`src/verilog/mhu_pkg.sv`:
```
package mhu_pkg;

  // Cache geometry
  localparam int ways_lp = 4;
  localparam int sets_lp = 16;
  localparam int block_words_lp = 4;
  localparam int data_width_lp = 32;
  localparam int addr_width_lp = 32;
  localparam int id_width_lp = 4;

  localparam int lg_ways_lp = $clog2(ways_lp);
  localparam int lg_sets_lp = $clog2(sets_lp);
  localparam int lg_block_words_lp = $clog2(block_words_lp);
  localparam int byte_sel_width_lp = $clog2(data_width_lp / 8);
  localparam int tag_width_lp =
    addr_width_lp - lg_sets_lp - lg_block_words_lp - byte_sel_width_lp;

  // Address fields, from the low end up
  localparam int word_lsb_lp = byte_sel_width_lp;
  localparam int index_lsb_lp = word_lsb_lp + lg_block_words_lp;
  localparam int tag_lsb_lp = index_lsb_lp + lg_sets_lp;

  typedef logic [lg_ways_lp-1:0] way_t;
  typedef logic [lg_sets_lp-1:0] index_t;
  typedef logic [tag_width_lp-1:0] tag_t;
  typedef logic [lg_block_words_lp-1:0] word_off_t;

  // Bit 0 is the root, bit 1 picks within ways 0-1, bit 2 within ways 2-3
  typedef logic [ways_lp-2:0] lru_t;

  typedef enum logic [2:0] {
    IDLE,
    READ_TAG,
    SEND_DMA,
    WAIT_DMA,
    DRAIN
  } mhu_state_e;

endpackage

```
`src/verilog/replacement_picker.sv`:
```
`timescale 1ns/1ps

module replacement_picker (
  input  logic [mhu_pkg::ways_lp-1:0] tag_valid_i
  , input  logic [mhu_pkg::ways_lp-1:0] tag_lock_i
  , input  logic [mhu_pkg::ways_lp-1:0] dirty_i
  , input  mhu_pkg::tag_t [mhu_pkg::ways_lp-1:0] tag_tags_i
  , input  mhu_pkg::lru_t lru_bits_i
  , output mhu_pkg::way_t victim_way_o
  , output logic victim_evict_o
  , output mhu_pkg::tag_t victim_tag_o
);

  logic [mhu_pkg::ways_lp-1:0] free_ways;
  logic free_found;
  mhu_pkg::way_t free_way;
  logic lo_locked;
  logic hi_locked;
  logic lru_root;
  mhu_pkg::way_t lru_leaf;
  mhu_pkg::way_t lru_way;

  // Invalid and unlocked ways are taken first
  assign free_ways = ~tag_valid_i & ~tag_lock_i;

  // Scan from the top so the lowest free way wins
  always_comb begin
    free_found = 1'b0;
    free_way = '0;
    for (int w = mhu_pkg::ways_lp - 1; w >= 0; w--) begin
      if (free_ways[w]) begin
        free_found = 1'b1;
        free_way = mhu_pkg::way_t'(w);
      end
    end
  end

  // A fully locked half forces the root toward the other half
  assign lo_locked = tag_lock_i[0] & tag_lock_i[1];
  assign hi_locked = tag_lock_i[2] & tag_lock_i[3];

  always_comb begin
    if (lo_locked) begin
      lru_root = 1'b1;
    end else if (hi_locked) begin
      lru_root = 1'b0;
    end else begin
      lru_root = lru_bits_i[0];
    end
  end

  assign lru_leaf = {lru_root, lru_root ? lru_bits_i[2] : lru_bits_i[1]};

  // Locked leaf falls back to its sibling, which the root choice keeps unlocked
  assign lru_way = tag_lock_i[lru_leaf] ? {lru_leaf[1], ~lru_leaf[0]} : lru_leaf;

  assign victim_way_o = free_found ? free_way : lru_way;
  assign victim_evict_o = tag_valid_i[victim_way_o] & dirty_i[victim_way_o];
  assign victim_tag_o = tag_tags_i[victim_way_o];

  // Set state comes from the tag memory; a fully locked set has no legal victim
  always_comb begin
    assert ((&tag_lock_i) !== 1'b1)
      else $error("replacement_picker: all ways of the set are locked");
  end

endmodule

```
`src/verilog/miss_drain.sv`:
```
`timescale 1ns/1ps

module miss_drain (
  input  logic clk_i
  , input  logic reset_i
  , input  logic drain_active_i
  , input  mhu_pkg::way_t curr_way_i
  , input  mhu_pkg::index_t curr_index_i
  , input  mhu_pkg::tag_t curr_tag_i

  , input  logic miss_v_i
  , input  logic [mhu_pkg::addr_width_lp-1:0] miss_addr_i
  , input  logic miss_write_i
  , input  logic [mhu_pkg::data_width_lp-1:0] miss_data_i
  , input  logic miss_block_i
  , input  logic [mhu_pkg::id_width_lp-1:0] miss_id_i
  , output logic miss_ready_o

  , output logic data_v_o
  , input  logic data_ready_i
  , output logic data_write_o
  , output mhu_pkg::way_t data_way_o
  , output mhu_pkg::index_t data_index_o
  , output mhu_pkg::word_off_t data_word_o
  , output logic [mhu_pkg::data_width_lp-1:0] data_o
  , output logic [mhu_pkg::id_width_lp-1:0] data_id_o

  , output logic drain_end_o
  , output logic drain_dirty_o
);

  mhu_pkg::tag_t head_tag;
  mhu_pkg::index_t head_index;
  mhu_pkg::word_off_t head_word;
  mhu_pkg::word_off_t word_cnt_r;
  logic secondary;
  logic beat;
  logic last_beat;
  logic dirty_r;

  assign head_tag = miss_addr_i[mhu_pkg::tag_lsb_lp +: mhu_pkg::tag_width_lp];
  assign head_index = miss_addr_i[mhu_pkg::index_lsb_lp +: mhu_pkg::lg_sets_lp];
  assign head_word = miss_addr_i[mhu_pkg::word_lsb_lp +: mhu_pkg::lg_block_words_lp];

  // Head hits the block that was just refilled
  assign secondary = miss_v_i & (head_tag == curr_tag_i) & (head_index == curr_index_i);

  // Replay toward data memory in the refilled way
  assign data_v_o = drain_active_i & secondary;
  assign data_write_o = miss_write_i;
  assign data_way_o = curr_way_i;
  assign data_index_o = curr_index_i;
  assign data_word_o = miss_block_i ? word_cnt_r : head_word;
  assign data_o = miss_data_i;
  assign data_id_o = miss_id_i;

  assign beat = data_v_o & data_ready_i;
  assign last_beat = ~miss_block_i
    | (word_cnt_r == mhu_pkg::word_off_t'(mhu_pkg::block_words_lp - 1));

  // Pop only on the final beat of an entry
  assign miss_ready_o = beat & last_beat;

  assign drain_end_o = drain_active_i & ~secondary;
  assign drain_dirty_o = dirty_r;

  // Word counter and dirty flag start fresh with every drain
  always_ff @(posedge clk_i) begin
    if (reset_i) begin
      word_cnt_r <= '0;
      dirty_r <= 1'b0;
    end else if (!drain_active_i) begin
      word_cnt_r <= '0;
      dirty_r <= 1'b0;
    end else begin
      if (beat && miss_block_i) begin
        word_cnt_r <= last_beat ? '0 : word_cnt_r + 1'b1;
      end
      if (beat && miss_write_i) begin
        dirty_r <= 1'b1;
      end
    end
  end

  // Stalled request holds until accepted, which needs the queue head to hold too
  assert property (@(posedge clk_i) disable iff (reset_i)
    data_v_o && !data_ready_i |=> data_v_o
      && $stable({data_write_o, data_way_o, data_index_o, data_word_o, data_o, data_id_o}))
    else $error("miss_drain: data request changed under back-pressure");

endmodule

```
`src/verilog/mhu_fsm.sv`:
```
`timescale 1ns/1ps

module mhu_fsm (
  input  logic clk_i
  , input  logic reset_i
  , input  logic miss_v_i
  , input  logic [mhu_pkg::addr_width_lp-1:0] miss_addr_i

  , input  logic [mhu_pkg::ways_lp-1:0] tag_valid_i
  , input  logic [mhu_pkg::ways_lp-1:0] tag_lock_i
  , input  mhu_pkg::tag_t [mhu_pkg::ways_lp-1:0] tag_tags_i
  , input  mhu_pkg::lru_t lru_bits_i
  , input  logic [mhu_pkg::ways_lp-1:0] dirty_i

  , input  logic dma_cmd_ready_i
  , input  logic dma_done_i
  , input  logic drain_end_i
  , input  logic drain_dirty_i
  , input  mhu_pkg::way_t victim_way_i
  , input  logic victim_evict_i
  , input  mhu_pkg::tag_t victim_tag_i

  , output logic idle_o
  , output logic tag_read_v_o
  , output mhu_pkg::index_t tag_read_index_o

  , output logic [mhu_pkg::ways_lp-1:0] cap_valid_o
  , output logic [mhu_pkg::ways_lp-1:0] cap_lock_o
  , output logic [mhu_pkg::ways_lp-1:0] cap_dirty_o
  , output mhu_pkg::tag_t [mhu_pkg::ways_lp-1:0] cap_tags_o
  , output mhu_pkg::lru_t cap_lru_o

  , output logic tag_write_v_o
  , output mhu_pkg::way_t tag_write_way_o
  , output mhu_pkg::index_t tag_write_index_o
  , output mhu_pkg::tag_t tag_write_tag_o
  , output logic stat_write_v_o
  , output mhu_pkg::way_t stat_write_way_o
  , output mhu_pkg::index_t stat_write_index_o
  , output logic stat_set_dirty_o

  , output logic dma_cmd_v_o
  , output mhu_pkg::way_t dma_cmd_way_o
  , output mhu_pkg::index_t dma_cmd_index_o
  , output mhu_pkg::tag_t dma_cmd_refill_tag_o
  , output logic dma_cmd_evict_o
  , output mhu_pkg::tag_t dma_cmd_evict_tag_o
  , output logic dma_ack_o

  , output logic drain_active_o
  , output mhu_pkg::way_t curr_way_o
  , output mhu_pkg::index_t curr_index_o
  , output mhu_pkg::tag_t curr_tag_o
);

  mhu_pkg::mhu_state_e state_r;
  mhu_pkg::mhu_state_e state_n;

  // Set state as read from tag and status memory
  logic [mhu_pkg::ways_lp-1:0] valid_r;
  logic [mhu_pkg::ways_lp-1:0] lock_r;
  logic [mhu_pkg::ways_lp-1:0] dirty_r;
  mhu_pkg::tag_t [mhu_pkg::ways_lp-1:0] tags_r;
  mhu_pkg::lru_t lru_r;

  // Current miss
  mhu_pkg::way_t curr_way_r;
  mhu_pkg::index_t curr_index_r;
  mhu_pkg::tag_t curr_tag_r;

  logic start_miss;
  logic dma_fire;
  logic drain_done;

  assign start_miss = (state_r == mhu_pkg::IDLE) & miss_v_i;
  assign dma_fire = dma_cmd_v_o & dma_cmd_ready_i;
  assign drain_done = (state_r == mhu_pkg::DRAIN) & drain_end_i;

  always_comb begin
    state_n = state_r;
    case (state_r)
      mhu_pkg::IDLE: begin
        if (miss_v_i) state_n = mhu_pkg::READ_TAG;
      end
      mhu_pkg::READ_TAG: state_n = mhu_pkg::SEND_DMA;
      mhu_pkg::SEND_DMA: begin
        if (dma_cmd_ready_i) state_n = mhu_pkg::WAIT_DMA;
      end
      mhu_pkg::WAIT_DMA: begin
        if (dma_done_i) state_n = mhu_pkg::DRAIN;
      end
      mhu_pkg::DRAIN: begin
        if (drain_end_i) state_n = mhu_pkg::IDLE;
      end
      default: state_n = mhu_pkg::IDLE;
    endcase
  end

  always_ff @(posedge clk_i) begin
    if (reset_i) begin
      state_r <= mhu_pkg::IDLE;
    end else begin
      state_r <= state_n;
    end
  end

  always_ff @(posedge clk_i) begin
    if (start_miss) begin
      curr_index_r <= tag_read_index_o;
      curr_tag_r <= miss_addr_i[mhu_pkg::tag_lsb_lp +: mhu_pkg::tag_width_lp];
    end
    // Memory answers one cycle after the read request
    if (state_r == mhu_pkg::READ_TAG) begin
      valid_r <= tag_valid_i;
      lock_r <= tag_lock_i;
      dirty_r <= dirty_i;
      tags_r <= tag_tags_i;
      lru_r <= lru_bits_i;
    end
    if (dma_fire) curr_way_r <= victim_way_i;
  end

  assign idle_o = (state_r == mhu_pkg::IDLE) & ~miss_v_i;
  assign tag_read_v_o = start_miss;
  assign tag_read_index_o = miss_addr_i[mhu_pkg::index_lsb_lp +: mhu_pkg::lg_sets_lp];

  assign cap_valid_o = valid_r;
  assign cap_lock_o = lock_r;
  assign cap_dirty_o = dirty_r;
  assign cap_tags_o = tags_r;
  assign cap_lru_o = lru_r;

  // Refill and evict in one command
  assign dma_cmd_v_o = (state_r == mhu_pkg::SEND_DMA);
  assign dma_cmd_way_o = victim_way_i;
  assign dma_cmd_index_o = curr_index_r;
  assign dma_cmd_refill_tag_o = curr_tag_r;
  assign dma_cmd_evict_o = victim_evict_i;
  assign dma_cmd_evict_tag_o = victim_tag_i;
  assign dma_ack_o = (state_r == mhu_pkg::WAIT_DMA) & dma_done_i;

  // Tag and status update close the drain
  assign tag_write_v_o = drain_done;
  assign tag_write_way_o = curr_way_r;
  assign tag_write_index_o = curr_index_r;
  assign tag_write_tag_o = curr_tag_r;
  assign stat_write_v_o = drain_done;
  assign stat_write_way_o = curr_way_r;
  assign stat_write_index_o = curr_index_r;
  assign stat_set_dirty_o = drain_dirty_i;

  assign drain_active_o = (state_r == mhu_pkg::DRAIN);
  assign curr_way_o = curr_way_r;
  assign curr_index_o = curr_index_r;
  assign curr_tag_o = curr_tag_r;

  // Picker output must never land on a locked way
  assert property (@(posedge clk_i) disable iff (reset_i)
    dma_cmd_v_o |-> !lock_r[dma_cmd_way_o])
    else $error("mhu_fsm: DMA command targets a locked way");

  assert property (@(posedge clk_i) disable iff (reset_i)
    dma_cmd_v_o && !dma_cmd_ready_i |=> dma_cmd_v_o
      && $stable({dma_cmd_way_o, dma_cmd_index_o, dma_cmd_refill_tag_o,
                  dma_cmd_evict_o, dma_cmd_evict_tag_o}))
    else $error("mhu_fsm: DMA command changed while stalled");

endmodule

```
`src/verilog/miss_handling_unit.sv`:
```
`timescale 1ns/1ps

module miss_handling_unit (
  input  logic clk_i
  , input  logic reset_i
  , output logic idle_o

  // Miss queue head
  , input  logic miss_v_i
  , input  logic [mhu_pkg::addr_width_lp-1:0] miss_addr_i
  , input  logic miss_write_i
  , input  logic [mhu_pkg::data_width_lp-1:0] miss_data_i
  , input  logic miss_block_i
  , input  logic [mhu_pkg::id_width_lp-1:0] miss_id_i
  , output logic miss_ready_o

  // Tag and status memory
  , output logic tag_read_v_o
  , output mhu_pkg::index_t tag_read_index_o
  , input  logic [mhu_pkg::ways_lp-1:0] tag_valid_i
  , input  logic [mhu_pkg::ways_lp-1:0] tag_lock_i
  , input  mhu_pkg::tag_t [mhu_pkg::ways_lp-1:0] tag_tags_i
  , input  mhu_pkg::lru_t lru_bits_i
  , input  logic [mhu_pkg::ways_lp-1:0] dirty_i
  , output logic tag_write_v_o
  , output mhu_pkg::way_t tag_write_way_o
  , output mhu_pkg::index_t tag_write_index_o
  , output mhu_pkg::tag_t tag_write_tag_o
  , output logic stat_write_v_o
  , output mhu_pkg::way_t stat_write_way_o
  , output mhu_pkg::index_t stat_write_index_o
  , output logic stat_set_dirty_o

  // DMA
  , output logic dma_cmd_v_o
  , input  logic dma_cmd_ready_i
  , output mhu_pkg::way_t dma_cmd_way_o
  , output mhu_pkg::index_t dma_cmd_index_o
  , output mhu_pkg::tag_t dma_cmd_refill_tag_o
  , output logic dma_cmd_evict_o
  , output mhu_pkg::tag_t dma_cmd_evict_tag_o
  , input  logic dma_done_i
  , output logic dma_ack_o

  // Data memory
  , output logic data_v_o
  , input  logic data_ready_i
  , output logic data_write_o
  , output mhu_pkg::way_t data_way_o
  , output mhu_pkg::index_t data_index_o
  , output mhu_pkg::word_off_t data_word_o
  , output logic [mhu_pkg::data_width_lp-1:0] data_o
  , output logic [mhu_pkg::id_width_lp-1:0] data_id_o
);

  logic [mhu_pkg::ways_lp-1:0] cap_valid;
  logic [mhu_pkg::ways_lp-1:0] cap_lock;
  logic [mhu_pkg::ways_lp-1:0] cap_dirty;
  mhu_pkg::tag_t [mhu_pkg::ways_lp-1:0] cap_tags;
  mhu_pkg::lru_t cap_lru;
  mhu_pkg::way_t victim_way;
  logic victim_evict;
  mhu_pkg::tag_t victim_tag;
  logic drain_active;
  logic drain_end;
  logic drain_dirty;
  mhu_pkg::way_t curr_way;
  mhu_pkg::index_t curr_index;
  mhu_pkg::tag_t curr_tag;

  mhu_fsm fsm_inst (
    .*
    , .cap_valid_o(cap_valid)
    , .cap_lock_o(cap_lock)
    , .cap_dirty_o(cap_dirty)
    , .cap_tags_o(cap_tags)
    , .cap_lru_o(cap_lru)
    , .drain_end_i(drain_end)
    , .drain_dirty_i(drain_dirty)
    , .victim_way_i(victim_way)
    , .victim_evict_i(victim_evict)
    , .victim_tag_i(victim_tag)
    , .drain_active_o(drain_active)
    , .curr_way_o(curr_way)
    , .curr_index_o(curr_index)
    , .curr_tag_o(curr_tag)
  );

  // Victim comes from the captured set, not the live memory outputs
  replacement_picker picker_inst (
    .tag_valid_i(cap_valid)
    , .tag_lock_i(cap_lock)
    , .dirty_i(cap_dirty)
    , .tag_tags_i(cap_tags)
    , .lru_bits_i(cap_lru)
    , .victim_way_o(victim_way)
    , .victim_evict_o(victim_evict)
    , .victim_tag_o(victim_tag)
  );

  miss_drain drain_inst (
    .*
    , .drain_active_i(drain_active)
    , .curr_way_i(curr_way)
    , .curr_index_i(curr_index)
    , .curr_tag_i(curr_tag)
    , .drain_end_o(drain_end)
    , .drain_dirty_o(drain_dirty)
  );

endmodule

```
`config.mk`:
```
export PLATFORM = sky130hd
export DESIGN_NAME = miss_handling_unit
export DESIGN_NICKNAME = d
export VERILOG_FILES = /design/src/verilog/mhu_pkg.sv /design/src/verilog/replacement_picker.sv /design/src/verilog/miss_drain.sv /design/src/verilog/mhu_fsm.sv /design/src/verilog/miss_handling_unit.sv
export SDC_FILE = /design/constraint.sdc
export NUM_CORES = 1
export LEC_CHECK = 0
export BUFFER_PORTS_ARGS = -buffer_cell sky130_fd_sc_hd__buf_4
export CORE_MARGIN = 2
export CORE_UTILIZATION = 30
export CTS_CLUSTER_SIZE = 30
export DETAILED_ROUTE_END_ITERATION = 16
export PLACE_DENSITY = 0.61
export SETUP_SLACK_MARGIN = 0.2
export SLEW_MARGIN = 5
export SYNTH_ARGS = -nofsm -noshare
export SYNTH_HDL_FRONTEND = slang
export SYNTH_SLANG_ARGS = --single-unit
```
`constraint.sdc`:
```
create_clock -name clk_i -period 8.8 [get_ports clk_i]
set_input_delay 1.76 -clock clk_i [delete_from_list [all_inputs] [get_ports clk_i]]
set_output_delay 1.76 -clock clk_i [all_outputs]
set_load 0.01 [all_outputs]
```
======== Word level (Yosys, flattened, before mapping) ========
Index checks and enable logic that the tools add are counted.
Widths: inputs -> output; s select.
storage, ports and cells
  flip-flop bits (word level) ............. 147
cells by class
  $add $sub $neg .......................... 1
  $lt $le $gt $ge ......................... 2
  equal/unequal tests ..................... 11
  muxes and demuxes ....................... 28
  bitwise gates (word level) .............. 23
  reduce and logical (&&, ||, !) cells .... 5
operators with widths
  operator             number
  $bmux 24 s2          1
  $eq 24x24->1         1
  $mux 24              1
  $pmux 3 s5           1
  $and 1x1->1          14
  $mux 2               7
  $mux 3               4
  $mux 1               11
  $ne 2x2->1 const B   4
  $not 4->4            2
  $bmux 1 s2           3
  $eq 3x2->1 const B   2
  $lt 2x3->1 const B   2
  $not 1->1            5
  $and 4x4->4          1
  $eq 4x4->1           1
  $reduce_and 4->1     1
  $eq 3x1->1 const B   1
  $eq 3x3->1 const B   1
  $logic_not 3->1      1
  $add 2x1->2 const B  1
  $eq 2x2->1 const B   1
  $logic_and 1x1->1    2
  $reduce_or 2->1      1
  $or 1x1->1           1

======== Logic depth before layout (Yosys ltp) ========
  depth in word-level cells ............... 11
  depth in mapped cells ................... 7
  depth with buffers taken out ............ 5

======== By module ========
Synthesis repeated with hierarchy kept, for this count alone.
unflattened totals
  cells, all modules ...................... 476
  area, all modules ....................... 6,991.7 um^2
modules (own cells, without submodules)
  module              times used  cells each  area an instance (um^2)  sequential area each (um^2)
  mhu_fsm             1           262         5,182.5                  4,294.1
  replacement_picker  1           105         968.4                    0.0
  miss_drain          1           109         840.8                    60.1

======== Worst setup path before layout ========
OpenSTA, ideal clock, no wires.
  path type ............................... register to register
  from .................................... reg fsm_inst.state_r[0]
  to ...................................... reg fsm_inst.dirty_r (netlist bit fsm_inst.cap_dirty_o[0]), enable pin
  library setup time ...................... 0.740 ns
  arrival ................................. 8.601 ns
  required time ........................... 8.060 ns
  setup slack ............................. -0.541 ns
  stages on the path, launching flop included .. 3
  period minus slack after synthesis ...... 9.341 ns
  cells stage by stage .................... dfxtp_1 clkbuf_1 nor3b_1
on the way
  longest elaborated chain between the ends .. 1
RTL lines
  element                 line            RTL
  from (decl)             mhu_fsm.sv:56   mhu_pkg::mhu_state_e state_r;
  from (signal assigned)  mhu_fsm.sv:101  state_r <= mhu_pkg::IDLE;
  from (signal assigned)  mhu_fsm.sv:103  state_r <= state_n;
  $eq 3x1->1              mhu_fsm.sv:113  if (state_r == mhu_pkg::READ_TAG) begin
  to (signal assigned)    mhu_fsm.sv:116  dirty_r <= dirty_i;
  to (decl)               mhu_fsm.sv:62   logic [mhu_pkg::ways_lp-1:0] dirty_r;
No other way between the ends.
A chain may end at the register's enable or synchronous reset.

======== Worst setup path after layout ========
  from .................................... in miss_addr_i[7] in the netlist's numbering
  to ...................................... out miss_ready_o
on the way
  longest elaborated chain between the ends .. 5
RTL lines
  element      line                      RTL
  from (decl)  miss_handling_unit.sv:10  , input logic [mhu_pkg::addr_width_lp-1:0] miss_addr_i
  $eq 4x4->1   miss_drain.sv:46          assign secondary = miss_v_i & (head_tag == curr_tag_i) & (head_index == curr_index_i);
  $and 1x1->1  miss_drain.sv:46
  $and 1x1->1  miss_drain.sv:49          assign data_v_o = drain_active_i & secondary;
  $and 1x1->1  miss_drain.sv:57          assign beat = data_v_o & data_ready_i;
  $and 1x1->1  miss_drain.sv:62          assign miss_ready_o = beat & last_beat;
  to (decl)    miss_handling_unit.sv:15  , output logic miss_ready_o
No other way between the ends.

==> results by group <==
Timing
  • Final Skew: 0.01040 ns
  • Transition at the pin with the smallest max-transition slack: 1.065 ns
  • Final hold vios: 0
  • Final setup vio count: 0
  • Worst Slack Setup Final: 3.706 ns
  • Worst max-slew margin expressed relative to the limit: 29.03%
  • RSZ-0062 raised after global routing: false
  • Final Cycle Share: 57.88%
  • Period minus WS final: 5.094 ns
  • Final Hold Slack: 0.4974 ns
  • Max Slew Vio Count: 0
  • Timing-limited maximum frequency: 196.3 MHz
  • Setup TNS: 0 ns

Routing
  • Wire length reported by the detailed router: 15580 um
  • Vias per cell: 4.468
  • Routed wirelength normalized by instance count: 17.44 um
  • Initial detailed-routing violation count: 201
  • Total via count after detailed routing: 3990
  • Residual antenna-violating net count after detailed routing: 0
  • Number of search-and-repair iterations in the first detailed-routing pass: 4
  • Detailed-route DRC error count: 0

Global routing
  • Largest net degree at the start of global routing: 85
  • Vias in the first global route: 4164
  • Global-route wire length before repair: 22280 um
  • Antenna violations before repair: 0
  • Combined global-route utilization of all metal layers: 12.99%
  • Aggregate global routing overflow: 0

Floorplanning
  • Std-Cell Rows: 53
  • Y dimension of the die: 151.4 um
  • Initial cell density of the core: 30.82%
  • Number of I/O pins: 336
  • X dimension of the die: 151.4 um
  • Die area: 22930 um^2
  • CORE AREA: 21150 um^2

Setup path
  • Kind of end point of the critical path: output port
  • Data required time of the critical path: 7.04 ns
  • Critical path fanouts, max: 3
  • Start point of the critical path: miss_addr_i[7]
  • Startpoint kind of the worst setup timing path: input port
  • Critical path type: in2out
  • RR Startpoint: fsm_inst.state_r[0]
  • Signal arrival time at the worst endpoint: 3.33 ns

Power
  • Fraction of power spent switching nets: 26.64%
  • Maximum ir drop on the vdd rail: 0.1078 mV
  • Share of power burned in combinational logic: 14.7%
  • Power share of the clock group: 39.3%
  • Sequential share of power: 46.0%
  • Cell Int Power: 1.348 mW
  • Static leakage: 3.605 nW
  • Pwr/cell area: 208.7 nW/um^2
  • Power dissipated by switching net loads: 0.4896 mW

CTS
  • Post-cts hold buffer count: 0
  • CTS Sinks: 147
  • Maximum clock path buffer count: 2
  • Clock root buffer master: sky130_fd_sc_hd__clkbuf_16
  • Clock tree from TritonCTS: built
  • Setup Buffers After CTS: 0
  • Clock-pin slew reported for the worst setup and hold paths after clock tree synthesis: 0.07 ns
  • Count of cells resized by post-cts repair: 0
  • Number of CTS-inserted buffers: 17
  • H-tree depth: 4
  • Worst skew pair latency: 0.42 ns

Cells and area
  • Final net count: 793
  • Fraction of layout cells with a size suffix above 1: 50.65%
  • Area growth syn-to-layout: 35.04%
  • Number of antenna cells inserted: 0
  • Non-filler cells in the finished layout: 893

Placement
  • Routability congestion estimate: 0.7632
  • DP Wirelength: 11500 um
  • Setup slack after placement: 3.732 ns
  • Number of cells in the design after placement: 861
  • Port Buffers: 261

Run
  • Max capacitance violation total: 0

Synthesis
  • Share of the synthesized area in the top cell type: 64.94%
  • Biggest area contributors in the synthesized netlist: sky130_fd_sc_hd__edfxtp_1 (65%), sky130_fd_sc_hd__mux2i_1 (12%), sky130_fd_sc_hd__buf_4 (10%)
  • Synth area leader: sky130_fd_sc_hd__edfxtp_1
  • Number of register bits inferred by synthesis: 147
  • Number of synthesis warnings: 0
  • Synthesized netlist cell count: 414
  • Avg Synthesized Cell Area: 15.75 um^2
  • Seq/Total Area, Yosys: 66.78%
  • Count of flip-flops with a built-in enable after synthesis: 141
  • Most frequently used flop master after synthesis: sky130_fd_sc_hd__edfxtp_1
  • Post-synthesis async set-or-reset flop share: 0%
  • Most used standard cell by instance count after synthesis: sky130_fd_sc_hd__edfxtp_1
  • Synthesized cell area: 6520 um^2
  • Nets in the synthesized netlist: 602
  • Leading post-synthesis cells by instance count: sky130_fd_sc_hd__edfxtp_1 (141), sky130_fd_sc_hd__buf_4 (87), sky130_fd_sc_hd__mux2i_1 (75), sky130_fd_sc_hd__xor2_1 (27), sky130_fd_sc_hd__nand2_1 (10)
  • Number of distinct library cell variants in the gate-level netlist after synthesis: 40

Status
  • Result of the run: finished, final reports clean

Min path
  • HP Class: reg2reg
  • Start point of the worst hold path: drain_inst.drain_dirty_o
==> placed cells by master, fill, tap and decap left out, types with 2 or more instances in the layout <==
cell / Yosys / layout
sky130_fd_sc_hd__o21ai_0: 2 / 2
sky130_fd_sc_hd__nand2_1: 10 / 10
sky130_fd_sc_hd__or4_1: 2 / 2
sky130_fd_sc_hd__mux2_2: 3 / 3
sky130_fd_sc_hd__dfxtp_1: 6 / 6
sky130_fd_sc_hd__and2_1: 2 / 2
sky130_fd_sc_hd__mux2i_1: 75 / 75
sky130_fd_sc_hd__buf_4: 87 / 266
sky130_fd_sc_hd__clkinv_8: 0 / 5
sky130_fd_sc_hd__a21oi_1: 3 / 3
sky130_fd_sc_hd__nand4_1: 2 / 2
sky130_fd_sc_hd__clkinv_4: 0 / 2
sky130_fd_sc_hd__xor2_1: 27 / 27
sky130_fd_sc_hd__clkbuf_16: 0 / 17
sky130_fd_sc_hd__inv_1: 3 / 3
sky130_fd_sc_hd__inv_6: 0 / 4
sky130_fd_sc_hd__nor2_1: 5 / 5
sky130_fd_sc_hd__nor4_1: 2 / 2
sky130_fd_sc_hd__nand2b_1: 3 / 3
sky130_fd_sc_hd__o31ai_1: 2 / 2
sky130_fd_sc_hd__o211ai_1: 2 / 2
sky130_fd_sc_hd__inv_8: 0 / 4
sky130_fd_sc_hd__edfxtp_1: 141 / 141
sky130_fd_sc_hd__a31oi_1: 2 / 2
sky130_fd_sc_hd__nor4_2: 6 / 6
sky130_fd_sc_hd__nor3_1: 2 / 2
==> per-stage QoR <==
step           cell area (um^2)  power (mW)  util, %
3_3_place_gp               8200       1.125    38.77
6_report                   8805       1.838    41.62
5_1_grt                    8805       1.914    41.62
2_1_floorplan              6525       1.017        -
3_5_place_dp               8200       1.135    38.77
4_1_cts                    8805       1.868    41.62
==> critical path: stages <==
cell	delay, ns
sky130_fd_sc_hd__buf_4	0.12
sky130_fd_sc_hd__xor2_1	0.14
sky130_fd_sc_hd__nor4_2	0.37
sky130_fd_sc_hd__and4_2	0.34
sky130_fd_sc_hd__nand2_1	0.09
sky130_fd_sc_hd__nor4b_1	0.31
sky130_fd_sc_hd__buf_4	0.19
==> flip-flops by register name, summed over array words and instances (netlist names) <==
register                  cells
fsm_inst.cap_lru_o            3
fsm_inst.cap_valid_o          4
drain_inst.drain_dirty_o      1
fsm_inst.cap_tags_o          96
fsm_inst.cap_dirty_o          4
fsm_inst.curr_index_o         4
fsm_inst.curr_way_o           2
fsm_inst.state_r              3
fsm_inst.cap_lock_o           4
fsm_inst.curr_tag_o          24
drain_inst.word_cnt_r         2
==> final timing paths <==
path	end	slack, ns	depth (start not counted)
max	miss_ready_o	3.71	7
min	drain_inst.drain_dirty_o	0.50	2
max reg2reg	fsm_inst.cap_tags_o[23]	6.40	3
min reg2reg	drain_inst.drain_dirty_o	0.50	2
==> cells by family (layout without fill, tap and decap cells) <==
logic type / after synthesis / after routing / synth area share (%)
adders and majority gates: 1 / 1 / 0.1919
DFF: 147 / 147 / 66.78
buffers and inverters: 97 / 301 / 10.67
AOI/OAI and AO/OA: 19 / 19 / 2.072
muxes: 78 / 78 / 12.03
xor gates and xnor gates: 28 / 28 / 3.761
and+or+nand+nor: 44 / 44 / 4.491
==> layer usage <==
| metal | track usage [%] | routed length [um] | vias to the layer above |
|---|---|---|---|
| li1 | - | - | 1846 |
| met2 | 22.53 | 8303 | 140 |
| met3 | 2.952 | 849 | 55 |
| met1 | 14.45 | 5715 | 1949 |
| met4 | 7.991 | 706 | 0 |
| met5 | 0 | 0 | - |
==> cell type report <==
type                       instances  area [um^2]
fill                            1952        12350
tap                              275        344.1
clock buffer                      17        425.4
inverter                           3        11.26
timing repair buffer             266         1997
multi-input combinational        170         1494
sequential                       147         4354
clock inverter                    15        178.9
==> power groups by stage <==
stage / logic, mW / clock network (mW) / registers (mW)
2_1_floorplan: 0.155 / 0 / 0.863
3_3_place_gp: 0.268 / 0 / 0.857
3_5_place_dp: 0.274 / 0 / 0.861
4_1_cts: 0.275 / 0.748 / 0.845
5_1_grt: 0.290 / 0.775 / 0.849
6_report: 0.270 / 0.723 / 0.845
Note: power is estimated with default switching activity, not from simulation.
